<file path="config.mk">
export PLATFORM = sky130hd
export DESIGN_NAME = pong_video
export DESIGN_NICKNAME = d
export VERILOG_FILES = /design/src/pong_pkg.sv /design/src/video_timing_if.sv /design/src/hcounter.sv /design/src/net_gen.sv /design/src/pong_video.sv /design/src/sync_gen.sv /design/src/vcounter.sv
export VERILOG_INCLUDE_DIRS = /design/src /design/src/src
export SDC_FILE = /design/constraint.sdc
export NUM_CORES = 1
export LEC_CHECK = 0
export ABC_CLOCK_PERIOD_IN_PS = 2810
export BUFFER_PORTS_ARGS = -buffer_cell sky130_fd_sc_hd__buf_2
export CORE_MARGIN = 2
export CORE_UTILIZATION = 54
export CTS_BUF_LIST = sky130_fd_sc_hd__clkbuf_2
export DETAILED_ROUTE_END_ITERATION = 16
export GPL_ROUTABILITY_DRIVEN = 0
export PLACE_DENSITY = 0.86
export REMOVE_ABC_BUFFERS = 1
export SLEW_MARGIN = 15
export SYNTH_ARGS = -nofsm -noshare
export SYNTH_HDL_FRONTEND = slang
export SYNTH_HIERARCHICAL = 1
export SYNTH_SLANG_ARGS = --single-unit
</file>
<file path="constraint.sdc">
create_clock -name hreset -period 2.81 [get_ports hreset]
set_clock_uncertainty 0.15 [all_clocks]
set_input_delay 0 -clock hreset [delete_from_list [all_inputs] [get_ports hreset]]
set_output_delay 0 -clock hreset [all_outputs]
set_load 0.05 [all_outputs]
</file>
<file path="src/pong_defines.svh">
/* video timing constants: line and frame totals, sync and blanking windows,
   centre net column and dash tap */
`ifndef PONG_DEFINES_SVH
`define PONG_DEFINES_SVH

// horizontal, in pixel clocks
`define H_TOTAL      455  // pixels per line, 0..454
`define HBLANK_END   80   // positions below this are blanked
`define HSYNC_START  32   // hsync window start, inclusive
`define HSYNC_END    64   // hsync window end, exclusive

// vertical, in lines
`define V_TOTAL      262  // lines per frame, 0..261
`define VBLANK_END   16   // lines below this are blanked
`define VSYNC_START  4    // vsync window start, inclusive
`define VSYNC_END    8    // vsync window end, exclusive

// centre net
`define NET_COLUMN   256  // pixel column of the net, the h256 tap
`define NET_DASH_BIT 2    // v4 tap, dashes 4 lines long

// the net column lies in the visible part of the line
// and both sync windows sit inside their blanking ranges
// 32..63 < 80 and 4..7 < 16

`endif

</file>
<file path="src/pong_pkg.sv">
/* counter types shared by the video timing blocks */
package pong_pkg;

  // horizontal pixel position 0..454
  // 9 bits covers the 455 positions of a line
  typedef logic [8:0] hcount_t;

  // vertical line number 0..261
  // 9 bits with bit 8 as the old v256 flop
  typedef logic [8:0] vcount_t;

endpackage

</file>
<file path="src/video_timing_if.sv">
/* counts and line/frame strobes from the counters to the decoders,
   with source and sink modports */
`timescale 1ns/1ps

interface video_timing_if;

  pong_pkg::hcount_t hcnt;       // pixel position in line
  logic              line_end;   // high on last pixel of a line
  pong_pkg::vcount_t vcnt;       // line number in frame
  logic              frame_end;  // high on last pixel of last line

  // horizontal counter owns hcnt and the line strobe
  modport hsrc (
    output hcnt,
    output line_end
  );

  // vertical counter steps on line_end
  modport vsrc (
    input  line_end,
    output vcnt,
    output frame_end
  );

  // decoders read everything
  modport sink (
    input hcnt,
    input line_end,
    input vcnt,
    input frame_end
  );

endinterface

</file>
<file path="src/hcounter.sv">
/* pixel counter over one line, modulo H_TOTAL, with end-of-line strobe */
`timescale 1ns/1ps
`include "pong_defines.svh"

module hcounter (
  input logic             hreset,  // pixel clock
  input logic             vreset,  // sync reset, active high
  video_timing_if.hsrc    tim
);

  localparam pong_pkg::hcount_t H_LAST = pong_pkg::hcount_t'(`H_TOTAL - 1);  // 454
  localparam pong_pkg::hcount_t H_MAX  = pong_pkg::hcount_t'(`H_TOTAL);      // 455

  pong_pkg::hcount_t hcnt_q;  // current pixel position
  logic              last;    // on last pixel of line

  assign last = (hcnt_q == H_LAST);

  always_ff @(posedge hreset) begin
    if (vreset) begin
      hcnt_q <= '0;                            // line restarts at 0
    end else if (last) begin
      hcnt_q <= '0;                            // wrap 454 -> 0
    end else begin
      hcnt_q <= hcnt_q + pong_pkg::hcount_t'(1);
    end
  end

  assign tim.hcnt     = hcnt_q;
  assign tim.line_end = last;  // one cycle per line, no handshake

  // count stays inside the line
  a_hcnt_range: assert property (
    @(posedge hreset) disable iff (vreset)
    hcnt_q < H_MAX
  );

  // strobe marks the wrap, next pixel is column 0
  a_line_wrap: assert property (
    @(posedge hreset) disable iff (vreset)
    tim.line_end |=> (tim.hcnt == '0) && !tim.line_end
  );

endmodule

</file>
<file path="src/net_gen.sv">
/* registered dashed centre net, the only video source, gated by blanking */
`timescale 1ns/1ps
`include "pong_defines.svh"

module net_gen (
  input  logic            hreset,  // pixel clock
  input  logic            vreset,  // sync reset, active high
  video_timing_if.sink    tim,
  output logic            video
);

  localparam pong_pkg::hcount_t NET_COL = pong_pkg::hcount_t'(`NET_COLUMN);
  localparam pong_pkg::hcount_t HB_END  = pong_pkg::hcount_t'(`HBLANK_END);
  localparam pong_pkg::vcount_t VB_END  = pong_pkg::vcount_t'(`VBLANK_END);

  logic on_column;  // pixel column of the net
  logic on_dash;    // v4 set on dash lines
  logic visible;    // outside both blanking ranges

  assign on_column = (tim.hcnt == NET_COL);
  assign on_dash   = tim.vcnt[`NET_DASH_BIT];
  assign visible   = (tim.hcnt >= HB_END) && (tim.vcnt >= VB_END);

  // same latency as blank so the two line up
  always_ff @(posedge hreset) begin
    if (vreset) begin
      video <= 1'b0;
    end else begin
      video <= on_column & on_dash & visible;
    end
  end

endmodule

</file>
<file path="src/pong_video.sv">
/* video timing top: counters, sync/blank decode and centre net,
   counts and levels exported as plain ports */
`timescale 1ns/1ps

module pong_video (
  input  logic              hreset,     // pixel clock
  input  logic              vreset,     // sync reset, active high
  output pong_pkg::hcount_t hcnt,       // pixel position, for game blocks
  output pong_pkg::vcount_t vcnt,       // line number, for game blocks
  output logic              frame_end,  // last pixel of frame
  output logic              hsync,
  output logic              vsync,
  output logic              blank,
  output logic              video       // centre net, already blanked
);

  video_timing_if tim ();  // counts and strobes inside the core

  hcounter u_hcounter (
    .hreset (hreset),
    .vreset (vreset),
    .tim    (tim)
  );

  vcounter u_vcounter (
    .hreset (hreset),
    .vreset (vreset),
    .tim    (tim)
  );

  sync_gen u_sync_gen (
    .hreset (hreset),
    .vreset (vreset),
    .tim    (tim),
    .hsync  (hsync),
    .vsync  (vsync),
    .blank  (blank)
  );

  net_gen u_net_gen (
    .hreset (hreset),
    .vreset (vreset),
    .tim    (tim),
    .video  (video)
  );

  // hooks for paddles, ball and score
  assign hcnt      = tim.hcnt;
  assign vcnt      = tim.vcnt;
  assign frame_end = tim.frame_end;

endmodule

</file>
<file path="src/sync_gen.sv">
/* registered horizontal sync, vertical sync and composite blanking
   decoded from the counts, one cycle latency */
`timescale 1ns/1ps
`include "pong_defines.svh"

module sync_gen (
  input  logic            hreset,  // pixel clock
  input  logic            vreset,  // sync reset, active high
  video_timing_if.sink    tim,
  output logic            hsync,
  output logic            vsync,
  output logic            blank
);

  localparam pong_pkg::hcount_t HS_START = pong_pkg::hcount_t'(`HSYNC_START);
  localparam pong_pkg::hcount_t HS_END   = pong_pkg::hcount_t'(`HSYNC_END);
  localparam pong_pkg::hcount_t HB_END   = pong_pkg::hcount_t'(`HBLANK_END);
  localparam pong_pkg::vcount_t VS_START = pong_pkg::vcount_t'(`VSYNC_START);
  localparam pong_pkg::vcount_t VS_END   = pong_pkg::vcount_t'(`VSYNC_END);
  localparam pong_pkg::vcount_t VB_END   = pong_pkg::vcount_t'(`VBLANK_END);

  logic hsync_d;  // inside hsync window
  logic vsync_d;  // inside vsync window
  logic hblank;   // left border of line
  logic vblank;   // top lines of frame

  // half-open windows [start, end)
  assign hsync_d = (tim.hcnt >= HS_START) && (tim.hcnt < HS_END);
  assign vsync_d = (tim.vcnt >= VS_START) && (tim.vcnt < VS_END);
  assign hblank  = (tim.hcnt < HB_END);
  assign vblank  = (tim.vcnt < VB_END);

  always_ff @(posedge hreset) begin
    if (vreset) begin
      hsync <= 1'b0;
      vsync <= 1'b0;
      blank <= 1'b0;  // low in reset, not blanked
    end else begin
      hsync <= hsync_d;
      vsync <= vsync_d;
      blank <= hblank | vblank;  // composite blanking
    end
  end

  // sync pulse always falls inside blanking
  a_hsync_blank: assert property (
    @(posedge hreset) disable iff (vreset)
    hsync |-> blank
  );

endmodule

</file>
<file path="src/vcounter.sv">
/* line counter over one frame, stepped by line_end, with end-of-frame strobe */
`timescale 1ns/1ps
`include "pong_defines.svh"

module vcounter (
  input logic             hreset,  // pixel clock
  input logic             vreset,  // sync reset, active high
  video_timing_if.vsrc    tim
);

  localparam pong_pkg::vcount_t V_LAST = pong_pkg::vcount_t'(`V_TOTAL - 1);  // 261
  localparam pong_pkg::vcount_t V_MAX  = pong_pkg::vcount_t'(`V_TOTAL);      // 262

  pong_pkg::vcount_t vcnt_q;    // current line
  logic              last_line; // on line 261

  assign last_line = (vcnt_q == V_LAST);

  // one synchronous compare replaces the ripple chain and the 261 decode flop
  always_ff @(posedge hreset) begin
    if (vreset) begin
      vcnt_q <= '0;
    end else if (tim.line_end) begin          // clock enable from end of line
      if (last_line) begin
        vcnt_q <= '0;                          // wrap 261 -> 0
      end else begin
        vcnt_q <= vcnt_q + pong_pkg::vcount_t'(1);
      end
    end
  end

  assign tim.vcnt      = vcnt_q;
  assign tim.frame_end = tim.line_end & last_line;  // last pixel of frame

  // line number stays inside the frame
  a_vcnt_range: assert property (
    @(posedge hreset) disable iff (vreset)
    vcnt_q < V_MAX
  );

  // line only moves on the end-of-line strobe
  a_vcnt_hold: assert property (
    @(posedge hreset) disable iff (vreset)
    !tim.line_end |=> $stable(tim.vcnt)
  );

  // frame strobe leads back to line 0
  a_frame_wrap: assert property (
    @(posedge hreset) disable iff (vreset)
    tim.frame_end |=> (tim.vcnt == '0)
  );

endmodule

</file>
* Word-level counts from Yosys, hierarchy flattened
Cells that the tools add are included.
** Operators by class
- Add/subtract/negate cells :: 2
- Order comparisons :: 8
- Equal/unequal tests :: 3
- Multiplexer cells :: 1
- Bitwise operators :: 4
- Reductions and logical operators :: 4
** Operators with widths (count)
- 9-bit equality test, second input constant :: 3
- 9-bit by 1-bit adder with 9-bit output, second input constant :: 2
- 9-bit by 7-bit less-than comparator with 1-bit output, second input constant :: 2
- 9-bit by 3-bit greater-or-equal comparator with 1-bit output, second input constant :: 1
- 9-bit by 5-bit greater-or-equal comparator with 1-bit output, second input constant :: 1
- 9-bit by 6-bit greater-or-equal comparator with 1-bit output, second input constant :: 1
- 9-bit by 7-bit greater-or-equal comparator with 1-bit output, second input constant :: 1
- 9-bit by 4-bit less-than comparator with 1-bit output, second input constant :: 1
- 9-bit by 5-bit less-than comparator with 1-bit output, second input constant :: 1
- 9-bit 2-to-1 mux :: 1
- 1-bit AND :: 3
- 1-bit logical AND :: 3
- 2-bit OR reduction :: 1
- 1-bit bitwise OR :: 1
** Word-level totals
- Register bits after elaboration :: 22
- Input bits :: 2
- Output and inout bits :: 23
- Logic and storage cells :: 28

* Logic depth before layout (Yosys ltp)
Gate-level depths: netlist of run 1.
- Depth after elaboration :: 3
- Mapped depth :: 8
- Depth with buffers taken out :: 7

* Cells and area by module
The synthesis of run 1 kept the hierarchy.
** By module, submodules not included
- vcounter :: instances 1, cells each 48, area an instance 437.9 um^2, sequential area each 180.2 um^2
- hcounter :: instances 1, cells each 43, area an instance 422.9 um^2, sequential area each 180.2 um^2
- sync_gen :: instances 1, cells each 11, area an instance 127.6 um^2, sequential area each 60.1 um^2
- net_gen :: instances 1, cells each 8, area an instance 58.8 um^2, sequential area each 20.0 um^2

* Least setup slack after synthesis of run 1
No wires, ideal clock.
- Kind :: register -> output
- Start :: register u_hcounter.hcnt_q[1] (netlist: u_hcounter/tim.hcnt[1])
- End :: output port frame_end
- Data arrival time :: 3.265 ns
- Required time :: 2.660 ns
- Path slack :: -0.605 ns
- Stages on the path, launching flop included :: 7
- Path buffers :: 1
- Path through :: dfxtp_1 ha_1 nand4b_1 nor4_1 buf_2 nand4b_1 nor4_1
** On the way
- Longest elaborated chain between the ends :: 2
** RTL lines
- start: declaration :: line hcounter.sv:14 : pong_pkg::hcount_t hcnt_q;
- start signal: assignment :: line hcounter.sv:25 : hcnt_q <= hcnt_q + pong_pkg::hcount_t'(1);
- 9-bit equality test :: line hcounter.sv:17 : assign last = (hcnt_q == H_LAST);
- net tim.line_end :: line video_timing_if.sv:8 : logic line_end;
- 1-bit AND :: line vcounter.sv:33 : assign tim.frame_end = tim.line_end & last_line;
- end: declaration :: line pong_video.sv:10 : output logic frame_end,
The timed path passes the listed nets, and every way through them passes these cells.

* Worst setup path after layout of run 1
Same ends and word-level chain as after synthesis.

==> run summary, run 1 <==
Tracing the worst setup path back leads to its startpoint at u_hcounter/tim.hcnt[1]$_SDFF_PP0_. The amount of wire on met2 after detailed routing is around 1000 µm. After synthesis, flip-flops and latches occupy 42.1% of the total area. In the final design database the tool counted roughly 150 nets. The worst setup path is captured at a primary output. After detailed routing, the total wire length is ~2.1 mm.

In the detailed route, the total length drawn on met3 is between 100 and 150 µm. The number of warnings printed during yosys synthesis is 6. For the pin with the worst max-slew slack, the measured transition is 0.563 ns. The number of levels in the clock H-tree came out at 1. The number of antenna repair diodes came out at 0. The count of pins over their slew limit is 0. The async set or reset register ratio after synthesis came out at 0%. The primary flip-flop cell chosen by synthesis mapping is dfxtp_1. STA classifies the critical path startpoint as a register.

The pin count of the biggest net entering global routing came out at 13. The fraction of synthesized cell area taken by the top area cell type came out at 42.1%. The detailed router used layers up to and including met3. In this run, CTS created clock tree buffers numbering 3. The least setup slack across all paths after layout is 0.280 ns. The clock-pin slew of the registers on the worst-case setup and hold paths is 0.21 ns. Counting I/O delays and the setup requirement, the final critical path takes 2.53 ns. The worst register-to-register path begins at u_hcounter/tim.hcnt[1]$_SDFF_PP0_. The number of buffers inserted to repair setup after CTS is 0. The placed cell count came out at 158.

The insertion delay of the later-clocked pin in the worst-skew pair is 0.32 ns. The synthesized area per cell came out at between 9 and 10 µm². The power density over cell area came out at 400 nW/µm².

The signed area change from the synthesized netlist to the final layout came out at 17.1%. Sorting the synthesized cells by how often they occur yields dfxtp_1, nor2_1, or3_1, a21oi_1, o21ai_0. For this configuration, the core starts out at a cell density of 58.7%. The worst-case register-to-register setup slack came out at 0.40 ns. The combined global-route utilization of all metal layers is around a fifth. The static leakage is 0.494 nW. The total number of vias came out at 919.

For this run, design rule violations remaining after detail routing come to 0. 25 I/O pins were placed. The total of buffers placed on input and output ports is 24. The run finished with clean final reports. The peak supply drop came out at 0.322 mV. Yosys attributes the largest share of cell area to dfxtp_1, o41ai_4, ha_1. Cells with a size suffix above 1 make up about 28% of the layout.

The post-route fraction of the period consumed by the critical path came out at 90.0%. The number of global-route vias before repair is 790. Setup repair after global routing left no endpoint under its margin. In this run, synthesis inferred 0 flip-flops with an integrated enable.

OpenSTA, run right after detailed placement, puts the worst setup slack at 0.457 ns. The hold violation total from the final report is 0. The endpoint identified for the worst register-to-register timing path is u_vcounter/tim.vcnt[1]$_SDFFE_PP0P_. The root buffer cell chosen for the clock tree is clkbuf_2. The min-delay analysis places its worst path in the category input pin to register. By instance count, the leading cell after synthesis is dfxtp_1. Across the run, the number of max-cap violations was 0.

The synthesized instance count came out at 110. The total core area came out at 1780 µm². The post-synthesis cell type count came out at 31. The clock sink count came out at 22. The finished layout holds 163 standard cells, fillers aside. Dividing the detail-routed wire length by the instance count gives 12.8 µm.

The ratio of routed vias to standard cells is between 5 and 6. The data required time at the worst endpoint is 2.66 ns. The critical setup path kind is register to primary output. For this run, the top clock speed supported by timing is 395 MHz.

The initial antenna violation count is 0. For this run the aggregate overflow at the end of global routing stands at 0. The number of filler instances in the final layout came out at 149. The post-detailed-placement half-perimeter wirelength came out at 1.57 mm. The end of the critical path is frame_end. Measured against its own limit, the worst slew margin works out to 62.3%. The first global-routing pass estimated 3.31 mm of wire. The clock passes through at most 2 buffers.

The die extent in y is a little under 50 µm. The number of setup violations in the final report came out at 0. The total die area is between 2000 and 2500 µm². The worst-path maximum fanout is 7. The number of optimization iterations in the first detailed-route pass is 4. The width of the chip is 48.0 µm. Synthesis inferred 22 register bits. The remaining number of nets flagged by the antenna check after routing came out at 0. Data arrives at the worst endpoint at 2.38 ns. The met1 routed wirelength after detailed routing came out at 972 µm.

The DRC marker count from the first detailed-route iteration came out at 19. The total power came out at 0.490 mW. After floorplanning, the core was divided into 15 placement rows.

The netlist area before placement came out at 1050 µm². The clock tree from TritonCTS is built. The synthesized design spends more area on one cell type than any other, namely dfxtp_1. The worst reg2reg path depth came out at 6.
[layout make-up]
cell class                 instances  area, µm²  share of cell area (%)
inverter                           5       18.8                    1.53
clock inverter                     1       3.75                   0.306
multi-input combinational         81        579                    47.2
timing repair buffer              26        138                    11.2
clock buffer                       3       15.0                    1.22
tap                               25       31.3                    2.55
sequential                        22        440                    35.9
[where the power goes]
part           switching, mW  internal [mW]  total (mW)
registers            0.00752          0.317       0.325
logic                 0.0286         0.0131      0.0417
clock network         0.0930         0.0310       0.124
[worst min-delay path by stage]
stage                                       to   start  depth (start not counted)
CTS                 u_net_gen/video$_SDFF_PP0_  vreset                          4
global placement    u_net_gen/video$_SDFF_PP0_  vreset                          3
global route        u_net_gen/video$_SDFF_PP0_  vreset                          4
floorplan           u_net_gen/video$_SDFF_PP0_  vreset                          2
finish              u_net_gen/video$_SDFF_PP0_  vreset                          4
detailed placement  u_net_gen/video$_SDFF_PP0_  vreset                          3
[worst max-delay path, cell delays in order (launching register included)]
cell	delay, ns
dfxtp_1	0.49
ha_1	0.19
nand4b_1	0.17
nor4_1	0.37
nand4b_1	0.24
nor4_1	0.29
buf_2	0.32
[metal layers]
layer,track usage (%),vias to the layer above
li1,-,455
met1,27.6,435
met2,31.7,29
met3,4.53,0
met4,8.11,0
met5,0,-
[metrics by stage]
| stage | cell area [µm²] | utilization, % | hold WS [ns] | setup TNS (ns) |
|---|---|---|---|---|
| after floorplan | 1040 | - | 0.00564 | -2.33 |
| after global placement | 1200 | 67.2 | 0.166 | 0 |
| after detailed placement | 1200 | 67.2 | 0.164 | 0 |
| after CTS | 1230 | 68.8 | 0.332 | 0 |
| after global routing | 1230 | 68.8 | 0.369 | 0 |
| final | 1230 | 68.8 | 0.343 | 0 |
[registers in the layout, indices dropped and copies added (netlist names)]
register and cells:
u_net_gen/video 1, u_sync_gen/vsync 1, u_sync_gen/hsync 1, u_hcounter/tim.hcnt 9, u_vcounter/tim.vcnt 9, u_sync_gen/blank 1
[timing repair]
item	in CTS	in global routing
gates resized for setup	0	0
endpoints found under the hold margin	22	0
hold buffers	1	0
[kinds of logic after synthesis]
kind of cell    after synthesis  synth area share (%)
flops                        22                  42.1
fa+ha+maj                     4                  4.78
xor+xnor                      7                  5.85
compound gates               21                  16.1
simple gates                 49                  28.6
buf+inv                       7                  2.63
[placed cells by master (no fill, tap or decap), types with 2 or more instances in the layout]
cell,n
nand4b_1,2
nand2_1,6
xnor2_1,2
inv_1,5
or4_4,2
nor2_1,12
clkbuf_2,3
nand4_1,6
xor2_1,5
buf_2,24
o41ai_4,2
a21oi_1,7
nand3_1,2
ha_1,4
dfxtp_1,22
o21ai_0,7
or3_1,8
nor4_1,3
Note: power is estimated with default switching activity, not from simulation.
==> inputs of run 2 (changes only) <==
--- a/config.mk
+++ b/config.mk
@@ -7,7 +7,7 @@
 export NUM_CORES = 1
 export LEC_CHECK = 0
 export ABC_CLOCK_PERIOD_IN_PS = 2810
-export BUFFER_PORTS_ARGS = -buffer_cell sky130_fd_sc_hd__buf_2
+export BUFFER_PORTS_ARGS = -buffer_cell sky130_fd_sc_hd__buf_4
 export CORE_MARGIN = 2
 export CORE_UTILIZATION = 54
 export CTS_BUF_LIST = sky130_fd_sc_hd__clkbuf_2
@@ -15,7 +15,7 @@
 export GPL_ROUTABILITY_DRIVEN = 0
 export PLACE_DENSITY = 0.86
 export REMOVE_ABC_BUFFERS = 1
-export SLEW_MARGIN = 15
+export SLEW_MARGIN = 40
 export SYNTH_ARGS = -nofsm -noshare
 export SYNTH_HDL_FRONTEND = slang
 export SYNTH_HIERARCHICAL = 1
==> run summary, run 2 (synthesis gave the netlist of run 1 again) <==
The flow ran to the end, and the final reports show no timing, DRC or antenna violations. Once routing completed, OpenROAD measured the worst setup slack at ~0.28 ns. The pin count of the biggest net entering global routing came out at 13. The initial utilization of the core area, before any placement, comes to between 50% and 60%. The worst hold path belongs to the class input pin to register. In the detailed route, the total length drawn on met3 is ~140 µm. Sequential cells account for between 60% and 70% of the total power. Leaving out fill and tap cells, the most frequent cells in the layout are buf_4, dfxtp_1, nor2_1. The number of setup violations in the final report came out at 0.

Headroom to the max-slew limit came out at around 60%. Leaving out fill and tap cells, the most frequent cell in the layout is buf_4. The I/O pin count is 25. The post-route fraction of the period consumed by the critical path came out at about nine tenths. In this run the number of H-tree levels came out at 1. The maximum clock insertion buffer count came out at 2. The fraction of power consumed by combinational cells came out at 9.2%.

The endpoint class of the critical path is a primary output. The die covers roughly 2300 µm². The initial antenna violation count came out at 0. Routed signal wires occupy layers up through met4. The total power came out at 0.493 mW.

The core region is 1780 µm². The clock sink count is 22. The minimum hold slack is 0.326 ns. The total of max-cap violations came out at 0.

The post-placement worst setup slack is roughly 0.46 ns. The number of buffers inserted to repair setup after CTS came out at 0. The peak supply drop is 0.257 mV. The clock-pin slew of the registers on the worst-case setup and hold paths came out at 0.19 ns. The post-detailed-route wirelength per cell came out at 13.6 µm. The worst setup path is of the register to primary output kind. The amount of wire on met2 after detailed routing came out at 1.12 mm. The kind of start point of the critical path is a register.

Measured along the y axis, the die boundary spans 48.0 µm. The static leakage came out at around 0.49 nW. The first detailed-routing pass ran for 4 iterations.

The final net count is 145. The worst-path maximum fanout came out at 7. The count of pins over their slew limit came out at 0.

The cell row count is 15. The number of global-route vias before repair is 740. After clock tree synthesis, the repair step resized 0 gates.

Internal power comes to 0.364 mW. The number of buffers added by the clock tree synthesis step is 3. The clock share of power is 24.8%.

The total number of vias came out at 947. At the worst endpoint, the required time is around 2.7 ns. Setup repair after global routing left no endpoint under its margin.

The global-route wire length before repair is 3.46 mm. Dividing total power by cell area gives a power density of around 380 nW/µm². The slew at the pin with the worst max-slew slack came out at 0.596 ns. The upper clock frequency limit came out at 396 MHz. 0 antenna diodes ended up in the layout. CTS placed an instance of clkbuf_2 at the clock tree root.

The switching power total is 0.128 mW. The clock tree from TritonCTS is built. The hold violation total from the final report was 0. The DRC marker count from the first detailed-route iteration is 18. The share of post-route cells with drive strength above 1 is 28.3%. The insertion delay of the later-clocked pin in the worst-skew pair came out at between 0.3 and 0.4 ns. Relative to the synthesized area, the layout overhead comes to 22.8%. After detailed routing, the number of remaining DRC violations is 0. The total overflow left after global routing is 0.

The total routed wirelength is 2.22 mm. The combined global-route utilization of all metal layers came out at 21.6%. The switching power share of the total came out at 26.1%. The worst path needs ~2.5 ns of the cycle, external delays included.

The count of nets left with antenna violations once routing finished came out at 0. The width of the chip is approximately 48 µm. The post-detailed-placement half-perimeter wirelength came out at 1.63 mm. During placement, the flow inserted port buffers numbering 24. The worst endpoint data arrival time is roughly 2.4 ns.

The met1 routed wirelength after detailed routing is 952 µm. After detailed routing, the number of vias per cell comes to 5.81.
run 2: changes by cell type in the layout (fill, tap and decap cells not counted):
cell	change
buf_2	-24
buf_4	+24
run 2: power by group through the flow:
stage / clock [mW] / sequential (mW) / combinational, mW
after floorplan: 0 / 0.345 / 0.0167
after global placement: 0 / 0.330 / 0.0436
after CTS: 0.128 / 0.325 / 0.0455
final: 0.122 / 0.325 / 0.0454
after detailed placement: 0 / 0.331 / 0.0444
after global routing: 0.141 / 0.326 / 0.0487
run 2: timing repair:
item,CTS,global route
endpoints found under the setup margin,0,0
hold endpoints to repair,22,0
hold buffers,1,0
run 2: critical path: stages, from the launching register on:
cell and delay (ns):
dfxtp_1 0.49, ha_1 0.20, nand4b_1 0.19, nor4_1 0.40
nand4b_1 0.23, nor4_1 0.30, buf_4 0.25
run 2: cell type report:
type                       count  area, µm²
timing repair buffer          26        198
tap                           25       31.3
inverter                       5       18.8
clock inverter                 1       3.75
multi-input combinational     81        579
clock buffer                   3       15.0
fill                         145        497
sequential                    22        440
run 2: stage by stage:
| step | TNS (ns) | cells | util, % | instance area [µm²] |
|---|---|---|---|---|
| final | 0 | 163 | 72.1 | 1290 |
| after global routing | 0 | 163 | 72.1 | 1290 |
| after CTS | 0 | 163 | 72.1 | 1290 |
| after detailed placement | 0 | 158 | 70.5 | 1260 |
| after global placement | 0 | 158 | 70.5 | 1260 |
| after floorplan | -2.33 | 108 | - | 1040 |
run 2: worst paths after layout:
kind                                            start                             endpoint  slack, ns  cells past startpoint
hold / removal                                 vreset           u_net_gen/video$_SDFF_PP0_       0.33                      4
setup / recovery    u_hcounter/tim.hcnt[1]$_SDFF_PP0_                            frame_end       0.28                      6
hold reg to reg   u_vcounter/tim.vcnt[1]$_SDFFE_PP0P_  u_vcounter/tim.vcnt[1]$_SDFFE_PP0P_       0.39                      2
setup reg to reg    u_hcounter/tim.hcnt[1]$_SDFF_PP0_  u_vcounter/tim.vcnt[8]$_SDFFE_PP0P_       0.33                      7
run 2: metal layers:
layer | GRT usage, % | vias up
met5 | 0 | -
met4 | 9.73 | 0
met3 | 4.15 | 4
met2 | 33.6 | 40
met1 | 28.8 | 445
li1 | - | 458
==> inputs of run 3 (changes only) <==
--- a/config.mk
+++ b/config.mk
@@ -6,10 +6,11 @@
 export SDC_FILE = /design/constraint.sdc
 export NUM_CORES = 1
 export LEC_CHECK = 0
+export ABC_AREA = 1
 export ABC_CLOCK_PERIOD_IN_PS = 2810
 export BUFFER_PORTS_ARGS = -buffer_cell sky130_fd_sc_hd__buf_4
 export CORE_MARGIN = 2
-export CORE_UTILIZATION = 54
+export CORE_UTILIZATION = 55
 export CTS_BUF_LIST = sky130_fd_sc_hd__clkbuf_2
 export DETAILED_ROUTE_END_ITERATION = 16
 export GPL_ROUTABILITY_DRIVEN = 0
==> run summary, run 3 <==
Once placement finished, the instance area stood at 1400 µm². The count of pins over their slew limit came out at 0. The post-detailed-placement half-perimeter wirelength is 1.82 mm. The I/O pin count came out at 25. STA classifies the critical path endpoint as a primary output. Of all cell types, the one taking the most synthesized area is dfxtp_1.

The upper clock frequency limit came out at 454 MHz. The async set or reset register ratio after synthesis came out at 0%. After synthesis, flip-flops and latches occupy a little under two fifths of the total area. With fillers left out, the area of the finished cells amounts to 1430 µm². In this run the number of cells on the critical path is 11. The hold violation total from the final report is 0. The post-route fraction of the period consumed by the critical path is about four fifths. TritonCTS built the clock tree. The delay of the slowest cell on the worst path came out at 0.41 ns. The worst pin sits at a relative slew slack of approximately four fifths. The signed area change from the synthesized netlist to the final layout is 19.4%. A synthesized cell averages slightly below 7 µm². The initial core utilization came out at about three fifths.

Walking the worst path, the cells encountered are inv_1 > ha_1 > nand2_1 > nor2_1 > nand2_2 > inv_1 > nand2_1 > nor2_1 > nand3_1 > inv_1 > buf_4. The worst endpoint data arrival time is 2.05 ns. The initial antenna violation count was 0. The die is about 50 µm wide. The post-cts resize count came out at 0.

The final net count is 211. The remaining number of nets flagged by the antenna check after routing came out at 0. The library cell used most frequently in the layout, excluding fill and tap cells, is nand2_1. The final standard cell utilization of the core is between 70% and 80%.

Setup repair after global routing left no endpoint under its margin. The static leakage is 0.617 nW. The total power came out at 0.490 mW. The die extent in y is 50.6 µm.

The number of global-route vias before repair is 1019. The post-route minimum period is 2.20 ns. The worst flop-to-flop path startpoint is u_hcounter/tim.hcnt[0]$_SDFF_PP0_.

The critical path's slowest cell is dfxtp_1. The total core area is around 2000 µm². The total number of vias is approximately 1100. The insertion delay of the later-clocked pin in the worst-skew pair came out at 0.32 ns. Counting stages on the worst path, the most repeated cell is inv_1. Along the worst hold path, the cell count comes to 3. The number of setup violations in the final report is 0.

During synthesis, Yosys emitted a total of 6 warnings. The final total negative setup slack is 0 ns. The worst-case register-to-register setup slack is 0.86 ns.

The number of enable flip-flop cells after synthesis came out at 0. The top cell types in the final layout, fill and taps aside, are nand2_1, nor2_1, inv_1. The total routed wirelength came out at 2.38 mm. The floorplan step defined a die boundary enclosing about 2600 µm². The min-delay analysis places its worst path in the category input pin to register.

After detailed routing, the average wire length per cell comes to about 10 µm. The number of optimization iterations in the first detailed-route pass came out at 4. In this run the number of H-tree levels came out at 1. The clock sink count is 22. The power density over cell area came out at 343 nW/µm². Among all flip-flop cells after synthesis, the most frequent one is dfxtp_1. The final global-route overflow total is 0. The combined global-route utilization of all metal layers is 21.0%. The count of buffer and inverter cells on the critical path came out at 4. The maximum clock insertion buffer count came out at 2. The remaining routing DRC violations came out at 0. The cell row count is 16. The global-route wire length before repair came out at 4.24 mm. The synthesized netlist occupies a cell area of between 1000 and 1500 µm². The peak supply drop is 0.290 mV. Among all cell types in the netlist, the one instantiated most often is nand2_1. After detailed routing, the number of vias per cell comes to a little under 5.

For the worst setup path, the data required time is 2.66 ns. The cell chosen for the clock root is clkbuf_2. The post-synthesis cell type count came out at 22.

The end point of the worst hold path is u_sync_gen/blank$_SDFF_PP0_. The worst register-to-register path has a depth of 11. The startpoint identified for the worst hold timing path is vreset. By count the netlist is led by nand2_1, nor2_1, inv_1, dfxtp_1, nand3_1. The dominant delay contributor by cell family on the critical path is simple AND/OR/NAND/NOR gates. The number of antenna repair diodes came out at 0.

Summed over its instances, the top area cell type makes up about 37% of the synthesized netlist area. The flow ran to the end, and the final reports show no timing, DRC or antenna violations. In this run, the number of DRC markers left after iteration 0 of detailed routing was 30.

The pin count of the biggest net entering global routing came out at 12. The clock-pin slew of the registers on the worst-case setup and hold paths came out at 0.20 ns. The total of max-cap violations came out at 0. Ranked by total cell area, the synthesized netlist is headed by dfxtp_1, nand2_1, nor2_1.

The critical path in this run is classified as register to primary output. At the pin with the least slew margin, the transition time is 0.289 ns. In the final layout, the share of cells above drive strength 1 is 24.6%. STA classifies the critical path startpoint as a register. The worst-path maximum fanout is 7. The number of synthesized register bits came out at 22. The total of buffers placed on input and output ports is 24.

The worst register-to-register path ends at u_vcounter/tim.vcnt[3]$_SDFFE_PP0P_. The number of buffers added by the clock tree synthesis step came out at 3. The synthesized instance count is 176.
[run 3: power breakdown]
part | total [mW] | internal [mW] | leakage (nW) | switching (mW)
Combinational | 0.0473 | 0.0154 | 0.426 | 0.0320
Sequential | 0.323 | 0.317 | 0.178 | 0.00652
Clock | 0.119 | 0.0291 | 0.0125 | 0.0903
[run 3: repair_timing]
| item | in CTS | in global routing |
|---|---|---|
| hold endpoints to repair | 22 | 0 |
| hold buffers | 1 | 0 |
| setup buffers | 0 | 0 |
[run 3: area by class of cell]
| cell class | instances | area [µm²] |
|---|---|---|
| fill | 166 | 574 |
| multi-input combinational | 122 | 631 |
| timing repair buffer | 25 | 190 |
| tap | 27 | 33.8 |
| clock buffer | 3 | 15.0 |
| sequential | 22 | 440 |
| inverter | 31 | 118 |
[run 3: stage by stage]
stage,instances,hold slack [ns],worst slack (ns)
final,230,0.272,0.607
after global placement,226,0.0930,1.05
after CTS,230,0.265,0.604
after global routing,230,0.246,0.379
after detailed placement,226,0.0896,0.930
after floorplan,175,-0.0809,0.724
[run 3: routing by layer]
layer / share of wire [%] / track usage (%)
met4: 1.0 / 6.76
met3: 4.7 / 2.68
met1: 49 / 26.9
met2: 46 / 36.4
met5: 0 / 0
[run 3: how the worst max path moves through the flow]
stage / end / startpoint
final: frame_end / u_hcounter/tim.hcnt[0]$_SDFF_PP0_
after global routing: frame_end / u_hcounter/tim.hcnt[0]$_SDFF_PP0_
after CTS: frame_end / u_hcounter/tim.hcnt[0]$_SDFF_PP0_
after detailed placement: u_vcounter/tim.vcnt[8]$_SDFFE_PP0P_ / u_hcounter/tim.hcnt[0]$_SDFF_PP0_
after global placement: u_vcounter/tim.vcnt[1]$_SDFFE_PP0P_ / u_hcounter/tim.hcnt[0]$_SDFF_PP0_
after floorplan: frame_end / u_hcounter/tim.hcnt[1]$_SDFF_PP0_
[run 3: cells by family (layout without fill, tap and decap cells)]
family,after synthesis,after routing,share of synthesized area (%)
compound gates,11,11,6.69
xor+xnor,5,5,3.66
fa+ha+maj,4,4,4.18
buf+inv,32,59,10.5
flops,22,22,36.8
simple gates,102,102,38.2
[run 3: tightest hold or removal path, cell delays in order]
cell and delay, ns:
dlygate4sd3_1 0.53, buf_4 0.15, a21oi_1 0.05
